===== config.mk =====
export PLATFORM = sky130hd
export DESIGN_NAME = inst_decoder
export DESIGN_NICKNAME = d
export VERILOG_FILES = /design/src/hw/rv_core_pkg.sv /design/src/hw/inst_decoder.sv
export SDC_FILE = /design/constraint.sdc
export NUM_CORES = 1
export LEC_CHECK = 0
export BUFFER_PORTS_ARGS = -buffer_cell sky130_fd_sc_hd__buf_2
export CAP_MARGIN = 10
export CORE_MARGIN = 1.5
export CORE_UTILIZATION = 43
export DETAILED_ROUTE_END_ITERATION = 10
export PLACE_DENSITY = 0.91
export SYNTH_ARGS = -nofsm -noshare
export SYNTH_HDL_FRONTEND = slang
export SYNTH_SLANG_ARGS = --single-unit

===== constraint.sdc =====
create_clock -name vclk -period 3.1
set_input_delay 0.155 -clock vclk [all_inputs]
set_output_delay 0.155 -clock vclk [all_outputs]
set_load 0.02 [all_outputs]

===== src/hw/rv_core_pkg.sv =====
`default_nettype none

package rv_core_pkg;

    // datapath and address width
    localparam int XLEN = 32;
    // first fetch address after reset
    localparam logic [XLEN-1:0] RESET_PC = 32'h8000_0000;

    // on-chip memory sizes, in words
    localparam int IMEM_WORDS = 256;
    localparam int IMEM_AW = $clog2(IMEM_WORDS);
    localparam int DMEM_WORDS = 256;
    localparam int DMEM_AW = $clog2(DMEM_WORDS);

    // the only system instruction we accept
    localparam logic [XLEN-1:0] EBREAK_WORD = 32'h0010_0073;

    // major opcodes, inst[6:0]
    typedef enum logic [6:0] {
        op_lui    = 7'b0110111,
        op_auipc  = 7'b0010111,
        op_jal    = 7'b1101111,
        op_jalr   = 7'b1100111,
        op_load   = 7'b0000011,
        op_store  = 7'b0100011,
        op_branch = 7'b1100011,
        op_imm    = 7'b0010011,
        op_reg    = 7'b0110011,
        op_system = 7'b1110011
    } opcode_e;

    typedef enum logic [3:0] {
        alu_add,
        alu_sub,
        alu_xor,
        alu_or,
        alu_and,
        alu_sll,
        alu_sra,
        alu_sltu,
        alu_ne,
        alu_ge
    } alu_op_e;

    // write-back source
    typedef enum logic [1:0] {
        wb_alu,
        wb_mem,
        wb_pc4,
        wb_imm
    } wb_sel_e;

    typedef enum logic [1:0] {
        size_byte,
        size_half,
        size_word
    } mem_size_e;

    // decoder output, one per instruction
    typedef struct packed {
        alu_op_e   alu_op;
        logic      src1_is_pc;
        logic      src2_is_imm;
        logic      reg_wen;
        wb_sel_e   wb_sel;
        logic      mem_read;
        logic      mem_write;
        mem_size_e mem_size;
        logic      is_branch;
        logic      is_jal;
        logic      is_jalr;
        logic      is_ebreak;
        logic      illegal;
        logic [4:0] rs1;
        logic [4:0] rs2;
        logic [4:0] rd;
    } ctrl_t;

    // retire trace record
    typedef struct packed {
        logic [XLEN-1:0] pc;
        logic [4:0]      rd;
        logic [XLEN-1:0] wdata;
        logic            reg_wen;
    } retire_t;

endpackage

`default_nettype wire


===== src/hw/inst_decoder.sv =====
`timescale 1ns/10ps
`default_nettype none

module inst_decoder (
    input  wire logic [rv_core_pkg::XLEN-1:0] inst,
    output rv_core_pkg::ctrl_t               ctrl,
    output logic [rv_core_pkg::XLEN-1:0]     imm
);
    import rv_core_pkg::*;

    logic [6:0] opcode;
    logic [2:0] funct3;
    logic [6:0] funct7;

    // immediates, all sign-extended from inst[31]
    logic [XLEN-1:0] imm_i;
    logic [XLEN-1:0] imm_s;
    logic [XLEN-1:0] imm_b;
    logic [XLEN-1:0] imm_u;
    logic [XLEN-1:0] imm_j;

    assign opcode = inst[6:0];
    assign funct3 = inst[14:12];
    assign funct7 = inst[31:25];

    assign imm_i = {{20{inst[31]}}, inst[31:20]};
    assign imm_s = {{20{inst[31]}}, inst[31:25], inst[11:7]};
    assign imm_b = {{19{inst[31]}}, inst[31], inst[7], inst[30:25], inst[11:8], 1'b0};
    assign imm_u = {inst[31:12], 12'b0};
    assign imm_j = {{11{inst[31]}}, inst[31], inst[19:12], inst[20], inst[30:21], 1'b0};

    always_comb begin
        // defaults: nop-like, add, alu write-back
        ctrl = '0;
        ctrl.alu_op = alu_add;
        ctrl.wb_sel = wb_alu;
        ctrl.mem_size = size_word;
        ctrl.rs1 = inst[19:15];
        ctrl.rs2 = inst[24:20];
        ctrl.rd = inst[11:7];
        imm = imm_i;

        case (opcode)
            op_lui: begin
                imm = imm_u;
                ctrl.reg_wen = 1'b1;
                ctrl.wb_sel = wb_imm;
            end
            op_auipc: begin
                // pc + U immediate through the adder
                imm = imm_u;
                ctrl.src1_is_pc = 1'b1;
                ctrl.src2_is_imm = 1'b1;
                ctrl.reg_wen = 1'b1;
            end
            op_jal: begin
                imm = imm_j;
                ctrl.is_jal = 1'b1;
                ctrl.reg_wen = 1'b1;
                ctrl.wb_sel = wb_pc4;
            end
            op_jalr: begin
                // target rs1 + imm comes out of the alu
                ctrl.src2_is_imm = 1'b1;
                ctrl.is_jalr = 1'b1;
                ctrl.reg_wen = 1'b1;
                ctrl.wb_sel = wb_pc4;
                ctrl.illegal = (funct3 != 3'b000);
            end
            op_load: begin
                ctrl.src2_is_imm = 1'b1;
                ctrl.mem_read = 1'b1;
                ctrl.reg_wen = 1'b1;
                ctrl.wb_sel = wb_mem;
                case (funct3)
                    3'b010: ctrl.mem_size = size_word;
                    3'b100: ctrl.mem_size = size_byte;
                    default: ctrl.illegal = 1'b1;
                endcase
            end
            op_store: begin
                imm = imm_s;
                ctrl.src2_is_imm = 1'b1;
                ctrl.mem_write = 1'b1;
                case (funct3)
                    3'b000: ctrl.mem_size = size_byte;
                    3'b001: ctrl.mem_size = size_half;
                    3'b010: ctrl.mem_size = size_word;
                    default: ctrl.illegal = 1'b1;
                endcase
            end
            op_branch: begin
                // alu compares rs1 and rs2, result 1 means taken
                imm = imm_b;
                ctrl.is_branch = 1'b1;
                case (funct3)
                    3'b001: ctrl.alu_op = alu_ne;
                    3'b101: ctrl.alu_op = alu_ge;
                    default: ctrl.illegal = 1'b1;
                endcase
            end
            op_imm: begin
                ctrl.src2_is_imm = 1'b1;
                ctrl.reg_wen = 1'b1;
                case (funct3)
                    3'b000: ctrl.alu_op = alu_add;
                    3'b100: ctrl.alu_op = alu_xor;
                    3'b111: ctrl.alu_op = alu_and;
                    3'b011: ctrl.alu_op = alu_sltu;
                    3'b101: begin
                        // srai only, srli is outside the subset
                        ctrl.alu_op = alu_sra;
                        ctrl.illegal = (funct7 != 7'b0100000);
                    end
                    default: ctrl.illegal = 1'b1;
                endcase
            end
            op_reg: begin
                ctrl.reg_wen = 1'b1;
                case ({funct7, funct3})
                    {7'b0000000, 3'b000}: ctrl.alu_op = alu_add;
                    {7'b0100000, 3'b000}: ctrl.alu_op = alu_sub;
                    {7'b0000000, 3'b100}: ctrl.alu_op = alu_xor;
                    {7'b0000000, 3'b110}: ctrl.alu_op = alu_or;
                    {7'b0000000, 3'b111}: ctrl.alu_op = alu_and;
                    {7'b0000000, 3'b001}: ctrl.alu_op = alu_sll;
                    {7'b0000000, 3'b011}: ctrl.alu_op = alu_sltu;
                    default: ctrl.illegal = 1'b1;
                endcase
            end
            op_system: begin
                ctrl.is_ebreak = (inst == EBREAK_WORD);
                ctrl.illegal = (inst != EBREAK_WORD);
            end
            default: ctrl.illegal = 1'b1;
        endcase

        // unknown encodings fall through as pc + 4 with no side effects
        if (ctrl.illegal) begin
            ctrl.reg_wen = 1'b0;
            ctrl.mem_read = 1'b0;
            ctrl.mem_write = 1'b0;
            ctrl.is_branch = 1'b0;
            ctrl.is_jal = 1'b0;
            ctrl.is_jalr = 1'b0;
        end
    end

endmodule

`default_nettype wire


# After elaboration in Yosys (flattened, before gate mapping)
# Index checks and enable logic that the tools add are counted.
dict set report word_totals {
  register_bits 0
  latchBits 0
  ramBits 0
  romBits 0
  in_bits 32
  output_inout_bits 65
  mem_count 0
}
dict set report classes {
  add_sub_neg 0
  n_mul 0
  n_div 0
  n_lt_le_gt_ge 0
  n_eq_ne 25
  shifts 0
  mux 27
  bitwise 0
  n_reduce_logical 13
}
# operator count
set op_table {}
lappend op_table {{31-bit one-hot mux with 4 select lines} 1}
lappend op_table {{32-bit by 21-bit equality test with 1-bit output (second input constant)} 1}
lappend op_table {{32-bit by 21-bit != test with 1-bit output (second input constant)} 1}
lappend op_table {{10-bit by 3-bit equality test with 1-bit output (second input constant)} 3}
lappend op_table {{7-bit equality test (second input constant)} 4}
lappend op_table {{7-bit by 6-bit equality test with 1-bit output (second input constant)} 3}
lappend op_table {{3-bit one-hot mux with 6 select lines} 1}
lappend op_table {{7-bit by 5-bit equality test with 1-bit output (second input constant)} 2}
lappend op_table {{1-bit 2-to-1 mux} 14}
lappend op_table {{7-bit OR reduction} 2}
lappend op_table {{3-bit one-hot mux with 4 select lines} 1}
lappend op_table {{4-bit one-hot mux with 3 select lines} 1}
lappend op_table {{10-bit by 1-bit equality test with 1-bit output (second input constant)} 1}
lappend op_table {{10-bit by 2-bit equality test with 1-bit output (second input constant)} 1}
lappend op_table {{10-bit by 9-bit equality test with 1-bit output (second input constant)} 1}
lappend op_table {{10-bit logical NOT} 1}
lappend op_table {{3-bit equality test (second input constant)} 3}
lappend op_table {{1-bit one-hot mux with 8 select lines} 1}
lappend op_table {{2-bit one-hot mux with 2 select lines} 2}
lappend op_table {{4-bit one-hot mux with 2 select lines} 1}
lappend op_table {{2-bit OR reduction} 4}
lappend op_table {{7-bit by 2-bit equality test with 1-bit output (second input constant)} 1}
lappend op_table {{7-bit by 6-bit != test with 1-bit output (second input constant)} 1}
lappend op_table {{3-bit by 2-bit equality test with 1-bit output (second input constant)} 2}
lappend op_table {{other kinds (10)} 12}

# Depth between registers and ports, before layout
dict set report logic_depth {
  ltp_word 5
  ltp_mapped 7
}

# Least setup slack after synthesis
# No wires, ideal clock.
dict set report synth_path {
  path_type {input to output}
  from {input port inst[2] (netlist bit)}
  to {output port ctrl[17] (netlist bit)}
  arrival_time_ns 1.607
  required_ns 2.945
  slack_ns 1.338
  path_stages 6
  cell_sequence {buf_4 > and4bb_2 > nand2_1 > o311a_1 > nand3_1 > nor4_1}
}
# element line
set synth_lines {}
lappend synth_lines {{from (decl)} inst_decoder.sv:5} ;# input wire logic [rv_core_pkg::XLEN-1:0] inst,
lappend synth_lines {{to (decl)} inst_decoder.sv:6} ;# output rv_core_pkg::ctrl_t ctrl,

# Final worst setup path
dict set report layout_path {
  from {input port inst[4] (netlist bit)}
  to {output port imm[11] (netlist bit)}
}
dict set report layout_between {
  elab_chain_len 3
  elab_cells_between_ends 7
  classes_between {eq/ne (5); mux (1); reduce/logical (1)}
}
# element line
set layout_lines {}
lappend layout_lines {{7-bit by 5-bit equality test with 1-bit output / 7-bit by 6-bit equality test with 1-bit output (equally long branches)} inst_decoder.sv:43} ;# case (opcode)
lappend layout_lines {{2-bit OR reduction (no line)} -}
lappend layout_lines {{31-bit one-hot mux with 4 select lines (*)} inst_decoder.sv:43}
lappend layout_lines {{to (decl)} inst_decoder.sv:7} ;# output logic [rv_core_pkg::XLEN-1:0] imm
# Mark *: on every way between the ends. The rest lies on a longest branch, timed or not.

==> run metrics <==
register area=0 um^2; vias in the first global route=1,048; commonest non-fill, non-tap cell in the layout=buf_2; ant diodes=0; # IOs=97; hpwl dp=2780 um; end of the worst hold path=ctrl[13]; DRT iter0 DRCs=28; placed cell count=256; Peak VDD IR=0.0000923 V; WL/cell=13.1 um; final worst slack=1130 ps; Die X=52.9 um; area grow syn2layout=30.7%; port bufs=97; hold depth=2; crit path max fanout=16; first-pass GRT wire length=4690 um; Setup violations, final=0; CP Class=input pin to output pin; Worst Path Required=2940 ps; final cell count without fillers=256; seq_cells=0; Placer Congestion=0.869; layout cell share with drive strength beyond 1=0.491; core area=2280 um^2; RSZ-0062 raised after global routing=false; initial core utilization=0.471; Place WS=1130 ps; initial antenna violation count=0; Site Rows=17; PostCTS Resize Cnt=0; drt pass-1 iters=4; Final ANT Viol Nets=0; vias=1,410; Routed WL=3360 um; syn nets=189; multi-input logic area=858 um^2; fin crit share=0.635; Crit. End Element=output pin; min Tclk post-route=1970 ps; Max-Cap Viols=0; Mean Syn Cell Area=6.83 um^2; die height=52.9 um; fin nets=262; Hold Startpoint=inst[18]; setup TNS=0 ps; die area=2800 um^2; Residual DRC=0; All-Layer GR Usage=0.211; area of the mapped netlist=1070 um^2; Netlist cell types=50; synthesized instance count=157; post-CTS setup repair buffer count=0; CLK BUF=0; Slew Viols, Final=0; pin count of the biggest net entering global routing=17; commonest cells after routing, fill and taps aside=97 x buf_2, 19 x a21o_1, 15 x nor2_1; post-route design area=1400 um^2; status=complete, no violations; Total Power=190 uW; CP arrival=1810 ps; Tightest Pin Transition=696 ps; CP startpoint kind=input pin; fill count=213; Fmax=508 MHz; CTS Hold Buffers Added=0; Seq/Total Area, Yosys=0; worst hold path class=input pin to output pin; final hold violations=0; LEAKAGE=0.799 nW; Slew headroom=0.534; grt ovf=0; PwrDens=135 nW/um^2; detailed-route vias per instance=5.51; Synth Warn #=0; Placement Cell Area=1400 um^2
cells by family (layout without fill, tap and decap cells):
logic type / Yosys count / count (layout) / share of synthesized area
buffers and inverters: 32 / 103 / 0.200
AO/OA/AOI/OAI: 51 / 51 / 0.351
multiplexers: 2 / 2 / 0.0198
AND/OR/NAND/NOR: 72 / 72 / 0.429
critical path, stage by stage:
cell     delay (ps)
buf_2           150
nor2b_2         190
and3_1          360
nor3_2          540
a22oi_1         110
o21ai_0         120
buf_2           190
Yosys cell counts (2+ instances only):
cell type,count,area [um^2]
buf_2,5,25.0
nor3_1,5,25.0
nor3b_1,2,15.0
nor4b_1,2,17.5
nand2_1,7,26.3
buf_4,17,128
o21ai_0,9,45.0
nor2_1,15,56.3
a22o_1,4,35.0
nor3_2,4,40.0
and3b_1,2,17.5
and3_1,2,12.5
inv_1,6,22.5
nor4_1,5,31.3
a21o_1,19,143
and2_1,8,50.1
buf_6,3,33.8
nand3_1,3,15.0
nand2b_1,2,12.5
nand3b_1,2,15.0
a21oi_1,6,30.0
worst max path at each step:
stage / end / from
floorplan: ctrl[17] / inst[2]
global placement: imm[12] / inst[4]
detailed placement: imm[26] / inst[4]
CTS: imm[26] / inst[4]
global route: imm[26] / inst[4]
finish: imm[11] / inst[4]
layout make-up:
type / count / share of cell area
Inverter: 6 / 0.0161
Tap cell: 28 / 0.0250
Timing Repair Buffer: 97 / 0.346
Multi-Input combinational cell: 125 / 0.613
where the power goes:
part           switching (mW)  internal, mW
clock                       0             0
sequential                  0             0
combinational           0.120        0.0703
through the flow:
| step | utilization | hold WS, ps |
|---|---|---|
| 5_1_grt | 0.616 | 573 |
| 4_1_cts | 0.616 | 561 |
| 6_report | 0.616 | 560 |
| 2_1_floorplan | - | 423 |
| 3_5_place_dp | 0.616 | 561 |
| 3_3_place_gp | 0.616 | 561 |
metal layers:
layer | part of all wire | track usage
met1 | 0.42 | 0.286
met4 | 0.0089 | 0.0427
met3 | 0.070 | 0.0141
met2 | 0.51 | 0.365
met5 | 0 | 0
No activity file was read; power rests on OpenSTA's default activity.
