### src/hw/rv_core_pkg.sv
`default_nettype none

package rv_core_pkg;

    // datapath and address width
    localparam int XLEN = 32;
    // first fetch address after reset
    localparam logic [XLEN-1:0] RESET_PC = 32'h8000_0000;

    // on-chip memory sizes, in words
    localparam int IMEM_WORDS = 256;
    localparam int IMEM_AW = $clog2(IMEM_WORDS);
    localparam int DMEM_WORDS = 256;
    localparam int DMEM_AW = $clog2(DMEM_WORDS);

    // the only system instruction we accept
    localparam logic [XLEN-1:0] EBREAK_WORD = 32'h0010_0073;

    // major opcodes, inst[6:0]
    typedef enum logic [6:0] {
        op_lui    = 7'b0110111,
        op_auipc  = 7'b0010111,
        op_jal    = 7'b1101111,
        op_jalr   = 7'b1100111,
        op_load   = 7'b0000011,
        op_store  = 7'b0100011,
        op_branch = 7'b1100011,
        op_imm    = 7'b0010011,
        op_reg    = 7'b0110011,
        op_system = 7'b1110011
    } opcode_e;

    typedef enum logic [3:0] {
        alu_add,
        alu_sub,
        alu_xor,
        alu_or,
        alu_and,
        alu_sll,
        alu_sra,
        alu_sltu,
        alu_ne,
        alu_ge
    } alu_op_e;

    // write-back source
    typedef enum logic [1:0] {
        wb_alu,
        wb_mem,
        wb_pc4,
        wb_imm
    } wb_sel_e;

    typedef enum logic [1:0] {
        size_byte,
        size_half,
        size_word
    } mem_size_e;

    // decoder output, one per instruction
    typedef struct packed {
        alu_op_e   alu_op;
        logic      src1_is_pc;
        logic      src2_is_imm;
        logic      reg_wen;
        wb_sel_e   wb_sel;
        logic      mem_read;
        logic      mem_write;
        mem_size_e mem_size;
        logic      is_branch;
        logic      is_jal;
        logic      is_jalr;
        logic      is_ebreak;
        logic      illegal;
        logic [4:0] rs1;
        logic [4:0] rs2;
        logic [4:0] rd;
    } ctrl_t;

    // retire trace record
    typedef struct packed {
        logic [XLEN-1:0] pc;
        logic [4:0]      rd;
        logic [XLEN-1:0] wdata;
        logic            reg_wen;
    } retire_t;

endpackage

`default_nettype wire

### src/hw/register_file.sv
`timescale 1ns/10ps
`default_nettype none

module register_file (
    input  wire logic                         clk,
    input  wire logic                         wen,
    input  wire logic [4:0]                   waddr,
    input  wire logic [rv_core_pkg::XLEN-1:0] wdata,
    input  wire logic [4:0]                   raddr1,
    input  wire logic [4:0]                   raddr2,
    output logic [rv_core_pkg::XLEN-1:0]      rdata1,
    output logic [rv_core_pkg::XLEN-1:0]      rdata2
);
    import rv_core_pkg::*;

    logic [XLEN-1:0] regs [32];

    // x0 is never written
    always_ff @(posedge clk) begin
        if (wen && (waddr != 5'd0)) begin
            regs[waddr] <= wdata;
        end
    end

    // async reads, x0 forced to zero
    assign rdata1 = (raddr1 == 5'd0) ? '0 : regs[raddr1];
    assign rdata2 = (raddr2 == 5'd0) ? '0 : regs[raddr2];

endmodule

`default_nettype wire

### config.mk
export PLATFORM = sky130hd
export DESIGN_NAME = register_file
export DESIGN_NICKNAME = d
export VERILOG_FILES = /design/src/hw/rv_core_pkg.sv /design/src/hw/register_file.sv
export SDC_FILE = /design/constraint.sdc
export NUM_CORES = 1
export LEC_CHECK = 0
export BUFFER_PORTS_ARGS = -buffer_cell sky130_fd_sc_hd__buf_2
export CORE_MARGIN = 3
export CORE_UTILIZATION = 40
export DETAILED_ROUTE_END_ITERATION = 8
export PLACE_DENSITY = 0.6
export SETUP_SLACK_MARGIN = 0.3
export SLEW_MARGIN = 20
export SYNTH_ARGS = -nofsm -noshare
export SYNTH_HDL_FRONTEND = slang
export SYNTH_SLANG_ARGS = --single-unit
### constraint.sdc
create_clock -name clk -period 5.15 [get_ports clk]
set_clock_uncertainty 0.15 [all_clocks]
set_input_delay 0.2575 -clock clk [delete_from_list [all_inputs] [get_ports clk]]
set_output_delay 0.2575 -clock clk [all_outputs]
set_load 0.03 [all_outputs]
After elaboration in Yosys (flattened, before gate mapping)
Memory sizes are Yosys's and may differ from the RTL's.
Index checks and enable logic that the tools add are counted.
W data, S select, Z words.
Word-level totals
  register bits after elaboration: 0
  memory bits (writable): 1024
  input port bits: 49
  word-level logic and storage cells: 9
  memories kept: 1
Cells by class
  muxes and demuxes: 4
  reductions and logical operators: 4
Memories
  regs: depth 32, bits a word 32, rd ports 2, clocked after memory_dff 0, write ports 1, RTL line register_file.sv:16  | logic [XLEN-1:0] regs [32];
Operators with widths (count)
  $mux W32: 2
  $logic_not A5 Y1: 2
  $reduce_bool A5 Y1: 1
  $mux W1: 2
  $logic_and A1 B1 Y1: 1

Depth between registers and ports, before layout
Gate-level depths: netlist (run 1).
  depth after elaboration: 4
  gate-level depth with buffers: 8

Worst setup path after synthesis (run 1)
OpenSTA, ideal clock, no wires.
  path kind: input-to-reg
  start point: input port waddr[1]
  end point: memory regs[12][0], enable pin
  setup time: 0.421 ns
  data arrival time: 2.256 ns
  data required time: 4.579 ns
  setup slack: 2.323 ns
  stages: 3
  buffers on the path: 1
  cell sequence: or3b_2 clkbuf_1 nor2_1
On the way
  word-level cells in the longest chain between the ends: 4
RTL lines
  from (decl): RTL line register_file.sv:7  | input wire logic [4:0] waddr,
  $reduce_bool A5 Y1: RTL line register_file.sv:20  | if (wen && (waddr != 5'd0)) begin
  $logic_and A1 B1 Y1: RTL line register_file.sv:20
  $mux W1: RTL line register_file.sv:20
  $mux W1 (implied by the code): RTL line register_file.sv:21  | regs[waddr] <= wdata;
  to (decl): RTL line register_file.sv:16
Several ways; a longest one is shown, not always the timed one.

Worst setup path in the final report (run 1)
  start point: input port raddr2[1]
  end point: output port rdata2[19] (netlist bit)
On the way
  word-level cells in the longest chain between the ends: 2
  elaborated cells on any way between the ends: 3
  those cells by class: mux: 1; reduce/logical: 1; memory: 1
RTL lines
  from (decl): RTL line register_file.sv:10  | input wire logic [4:0] raddr2,
  $mem_v2 Z32 W32 / $logic_not A5 Y1 (equally long branches)
  $mux W32 (*): RTL line register_file.sv:27  | assign rdata2 = (raddr2 == 5'd0) ? '0 : regs[raddr2];
  to (decl): RTL line register_file.sv:12  | output logic [rv_core_pkg::XLEN-1:0] rdata2
Every way passes the cells marked *; elsewhere a longest branch is shown, timed or not.

==> out/qor.yml, run 1 <==
drive_above_1_share_pct: 28.4
post_cts_buffers: 0
num_vias: 29100
wl_mm: 157
via_per_inst: 6.58
tns_ps: 0
synth_warnings: 0
path_clk_slew_ps: 60
drtPass1Iterations: 5
worstSetupEndpointType: "primary output"
crit_required_ps: 4740
syn_to_final_growth_pct: 13.3
pin_count: 113
wl_per_cell_um: 35.5
core_area_um2: 119000
crit_path_start_kind: "primary input"
core.rowCount: 126
critPathArrivalTime_ps: 3320
die_x_um: 352
top_register: "regs"
grt_remaining_overflow: 0
grt_pass1_vias: 29600
min_period_ps: 3730
place_congestion: 0.818
synth_seq_cells: 1024
htreeDepth: 3
start_util_pct: 40.4
max_cap_violations: 0
avgSynthCellArea_um2: 18.7
numPortBuffers: 112
final_cell_mix: "edfxtp_1, mux2i_1, mux4_2"
tightest_slew_ps: 1110
power_leakage_nw: 17.7
cts_resized: 0
netlist_area_um2: 47900
cts_tree: "done"
grt_max_degree: 100
min_path_type: "primary input to register"
fin_crit_sh_pct: 72.4
syn_inst: 2564
hold_depth: 3
antenna_found_initial: 4
grt_use_total_pct: 24.9
stdcell_count: 4416
ir_drop_v: 0.000272
top_regs: "regs (1024)"
setup_slack_ps: 1420
cts_sinks: 1024
ys_seq_area_share_pct: 64.2
drtAntennaViolNets: 0
final_common_cell: "edfxtp_1"
hold_violations: 0
fp.dieH_um: 352
drc_errors: 0
die-area_um2: 124000
cts_buffers: 103
setup_viol: 0
rsz0062_at_grt: "false"
fmax_mhz: 268
cts.path.max_buffers: 3
slew_viol_final: 0
nNetsFinal: 2784
hpwl_mm: 92.0
cts_root_buf: "clkbuf_16"
power_density_nw_per_um2: 338
drt_first_iter_violations: 3966
cts_hold_buf: 32
status: "finished, final reports clean"
path_class: "primary input to primary output"
largest_reg_flops: 1024
netlist-cell-type-count: 38
grt_pass1_wl_mm: 222
dp_slack_ps: 1490
relSlewSlack_pct: 25.9
placed_cells: 4198
crit_fanout: 38
## stage by stage
stage	hold WS [ps]	utilization, %	power (mW)	instance area (µm²)
after floorplan	206	-	10.6	48000
after global routing	256	45.8	18.9	54300
after detailed placement	627	42.8	11.3	50800
final	258	45.8	18.4	54300
after global placement	598	42.8	11.2	50800
after CTS	195	45.8	18.5	54300
## final timing paths
path,slack (ps),to,start
worst max-delay path,1420,rdata2[19],raddr2[1]
worst min-delay path,260,regs[30][17],waddr[2]
## cell usage after synthesis
cell type | instances | share of area (%)
nand2_1 | 83 | 0.65
o21ai_1 | 4 | 0.042
a211oi_1 | 64 | 1.0
or2_2 | 1 | 0.013
nand3_1 | 2 | 0.021
clkbuf_4 | 1 | 0.016
edfxtp_1 | 1024 | 64
o2111ai_1 | 9 | 0.16
conb_1 | 1 | 0.0078
or3_1 | 2 | 0.026
nor2_2 | 1 | 0.013
o221ai_1 | 64 | 1.2
clkbuf_1 | 98 | 0.77
a221oi_2 | 19 | 0.60
a22oi_1 | 64 | 1.0
or3b_2 | 3 | 0.055
mux4_2 | 298 | 14
buf_6 | 12 | 0.28
buf_4 | 51 | 0.80
nand4_1 | 32 | 0.42
nor2_1 | 36 | 0.28
nor2b_1 | 37 | 0.48
inv_1 | 2 | 0.016
mux4_1 | 54 | 3.0
a21oi_1 | 32 | 0.33
a311oi_1 | 32 | 0.58
or4_4 | 1 | 0.023
mux2_2 | 64 | 1.5
nand2b_1 | 1 | 0.013
o21ai_0 | 51 | 0.53
buf_1 | 3 | 0.023
mux2i_1 | 320 | 6.7
and3_1 | 1 | 0.013
or3b_1 | 2 | 0.037
a221oi_1 | 36 | 0.66
buf_2 | 51 | 0.53
nand3b_1 | 6 | 0.094
and2_1 | 2 | 0.026
## logic make-up (layout without fill, tap and decap cells)
| group | Yosys count | count (layout) | synth area share, % |
|---|---|---|---|
| multiplexers | 736 | 736 | 25.1 |
| AND/OR/NAND/NOR | 210 | 210 | 2.17 |
| other | 1 | 34 | 0.00782 |
| buffers and inverters | 218 | 437 | 2.44 |
| AO/OA/AOI/OAI | 375 | 375 | 6.09 |
| flip-flops | 1024 | 1024 | 64.2 |
## area by class of cell
class | count | area, µm²
fill | 10100 | 64200
sequential | 1024 | 30700
multi-input combinational | 1353 | 16400
clock buffer | 129 | 2700
tap | 1600 | 2000
timing repair buffer | 251 | 1910
clock inverter | 55 | 515
inverter | 2 | 8.76
antenna | 2 | 5.00
## critical path, cell delays in order
cell,delay (ps)
buf_6,410
buf_4,540
or3b_1,470
buf_4,420
o221ai_1,170
a221oi_1,470
a211oi_1,200
buf_2,260
## layer usage
layer / track usage, % / share of wire (%)
met1: 34.7 / 40
met2: 38.7 / 46
met3: 4.91 / 10
met4: 9.74 / 4.0
met5: 0 / 0
## power breakdown
| part | internal [mW] | leakage [nW] | switching, mW | total [mW] |
|---|---|---|---|---|
| clock | 4.06 | 1.58 | 3.17 | 7.23 |
| combinational | 0.644 | 6.90 | 1.14 | 1.79 |
| sequential | 9.30 | 9.25 | 0.0542 | 9.35 |
Note: power is estimated with default switching activity, not from simulation.
==> run 2: changes to the inputs <==
--- a/config.mk
+++ b/config.mk
@@ -9,7 +9,7 @@
 export CORE_MARGIN = 3
 export CORE_UTILIZATION = 40
 export DETAILED_ROUTE_END_ITERATION = 8
-export PLACE_DENSITY = 0.6
+export PLACE_DENSITY = 0.62
 export SETUP_SLACK_MARGIN = 0.3
 export SLEW_MARGIN = 20
 export SYNTH_ARGS = -nofsm -noshare
==> constraint.sdc (replaced) <==
create_clock -name clk -period 3.3 [get_ports clk]
set_clock_uncertainty 0.15 [all_clocks]
set_input_delay 0.165 -clock clk [delete_from_list [all_inputs] [get_ports clk]]
set_output_delay 0.165 -clock clk [all_outputs]
set_load 0.03 [all_outputs]
==> out/qor.yml, run 2 (same netlist as run 1, synthesis figures left out) <==
slew_viol_final: 0
hpwl_mm: 89.6
htreeDepth: 3
final_cell_mix: "edfxtp_1, mux2i_1, mux4_2"
fmax_mhz: 340
via_per_inst: 6.63
critPathBufInv: 2
drive_above_1_share_pct: 30.1
crit_fanout: 2
max_cap_violations: 0
drtPass1Iterations: 5
tightest_slew_ps: 1140
largest_reg_flops: 1024
wl_per_cell_um: 35.8
final_area_um2: 55200
top_regs: "regs (1024)"
drc_errors: 0
crit_path_start_kind: "register"
min_period_ps: 2940
path_clk_slew_ps: 60
antenna_found_initial: 7
hp-start: "waddr[1]"
nNetsFinal: 2837
critPathTopFamily: "multiplexers"
grt_pass1_vias: 29800
syn_to_final_growth_pct: 15.2
die-area_um2: 124000
die_x_um: 352
fin_crit_sh_pct: 89.1
min_to: "regs[11][23]"
hold_depth: 4
crit_required_ps: 2980
worst_path_max_delay_cell: "mux4_2"
min_path_type: "primary input to register"
wl_mm: 160
final_common_cell: "edfxtp_1"
setup_viol: 0
place_congestion: 0.831
core.rowCount: 126
rsz0062_at_grt: "true"
ir_drop_v: 0.000521
num_vias: 29700
top_register: "regs"
cts_sinks: 1024
critPathArrivalTime_ps: 2630
placedInstanceArea_um2: 51500
tns_ps: 0
pin_count: 113
whs_ps: 89.6
worstSetupEndpointType: "primary output"
status: "finished, final reports clean"
hold_violations: 0
power_leakage_nw: 18.1
start_util_pct: 40.4
cts_buffers: 104
path_class: "register to primary output"
grt_remaining_overflow: 0
grt_pass1_wl_mm: 225
fp.dieH_um: 352
crit_path_cell_trace: "mux4_2, mux2_2, a221oi_2, a211oi_2, buf_4, clkbuf_4"
grt_use_total_pct: 25.3
cts_root_buf: "clkbuf_16"
core_area_um2: 119000
grt_max_degree: 65
drt_first_iter_violations: 4645
power_density_nw_per_um2: 527
numPortBuffers: 112
drtAntennaViolNets: 0
cts_tree: "done"
relSlewSlack_pct: 23.8
cts.path.max_buffers: 3
crit_path_max_incr_delay_ps: 470
run 2: changes by cell type in the layout (fill, tap and decap cells not counted), moves of 6 or more:
| cell | delta |
|---|---|
| mux4_2 | +6 |
| buf_4 | +25 |
| a221oi_2 | +6 |
| mux4_1 | -6 |
| a221oi_1 | -6 |
| clkinv_2 | -10 |
| buf_12 | +27 |
| clkinv_1 | +12 |
run 2: final cells by class:
class,count,area (µm²)
Sequential cell,1024,30700
Clock buffer,128,2760
Antenna cell,4,10.0
Multi-Input combinational cell,1354,16500
Clock inverter,62,582
Inverter,2,8.76
Tap cell,1600,2000
Fill cell,9900,63300
Timing Repair Buffer,302,2640
run 2: through the flow:
stage               std cells  util (%)  power (mW)  worst slack [ps]
floorplan                2595         -        16.5               565
global placement         4247      43.4        17.6               263
detailed placement       4247      43.4        17.7               235
finish                   4476      46.6        29.1               360
global route             4474      46.6        29.9               295
CTS                      4470      46.5        29.2               231
run 2: power breakdown:
part	switching (mW)	internal, mW
Clock	4.99	6.63
Combinational	1.79	1.09
Sequential	0.0869	14.5
run 2: worst max path at each step:
stage                            start     endpoint  cells after the start
after detailed placement     raddr2[1]   rdata2[19]                      7
final                     regs[30][20]   rdata2[20]                      6
after CTS                 regs[28][19]   rdata2[19]                      6
after floorplan               waddr[1]  regs[12][0]                      3
after global placement       raddr2[1]   rdata2[19]                      7
after global routing      regs[29][19]   rdata2[19]                      6
run 2: layer usage:
layer / global-route usage (%) / part of all wire (%)
met5: 0 / 0.0081
met4: 10.2 / 4.0
met3: 4.86 / 10
met2: 40.2 / 47
met1: 34.4 / 38
run 2: timing repair:
item                                    4_1_cts  5_1_grt
endpoints found under the setup margin        7        7
buffers inserted                              0        2
pin swaps                                     0        4
hold buffers                                 32        0
cloned                                        1        0
gates resized for setup                       5       15
endpoints found under the hold margin      1024        0
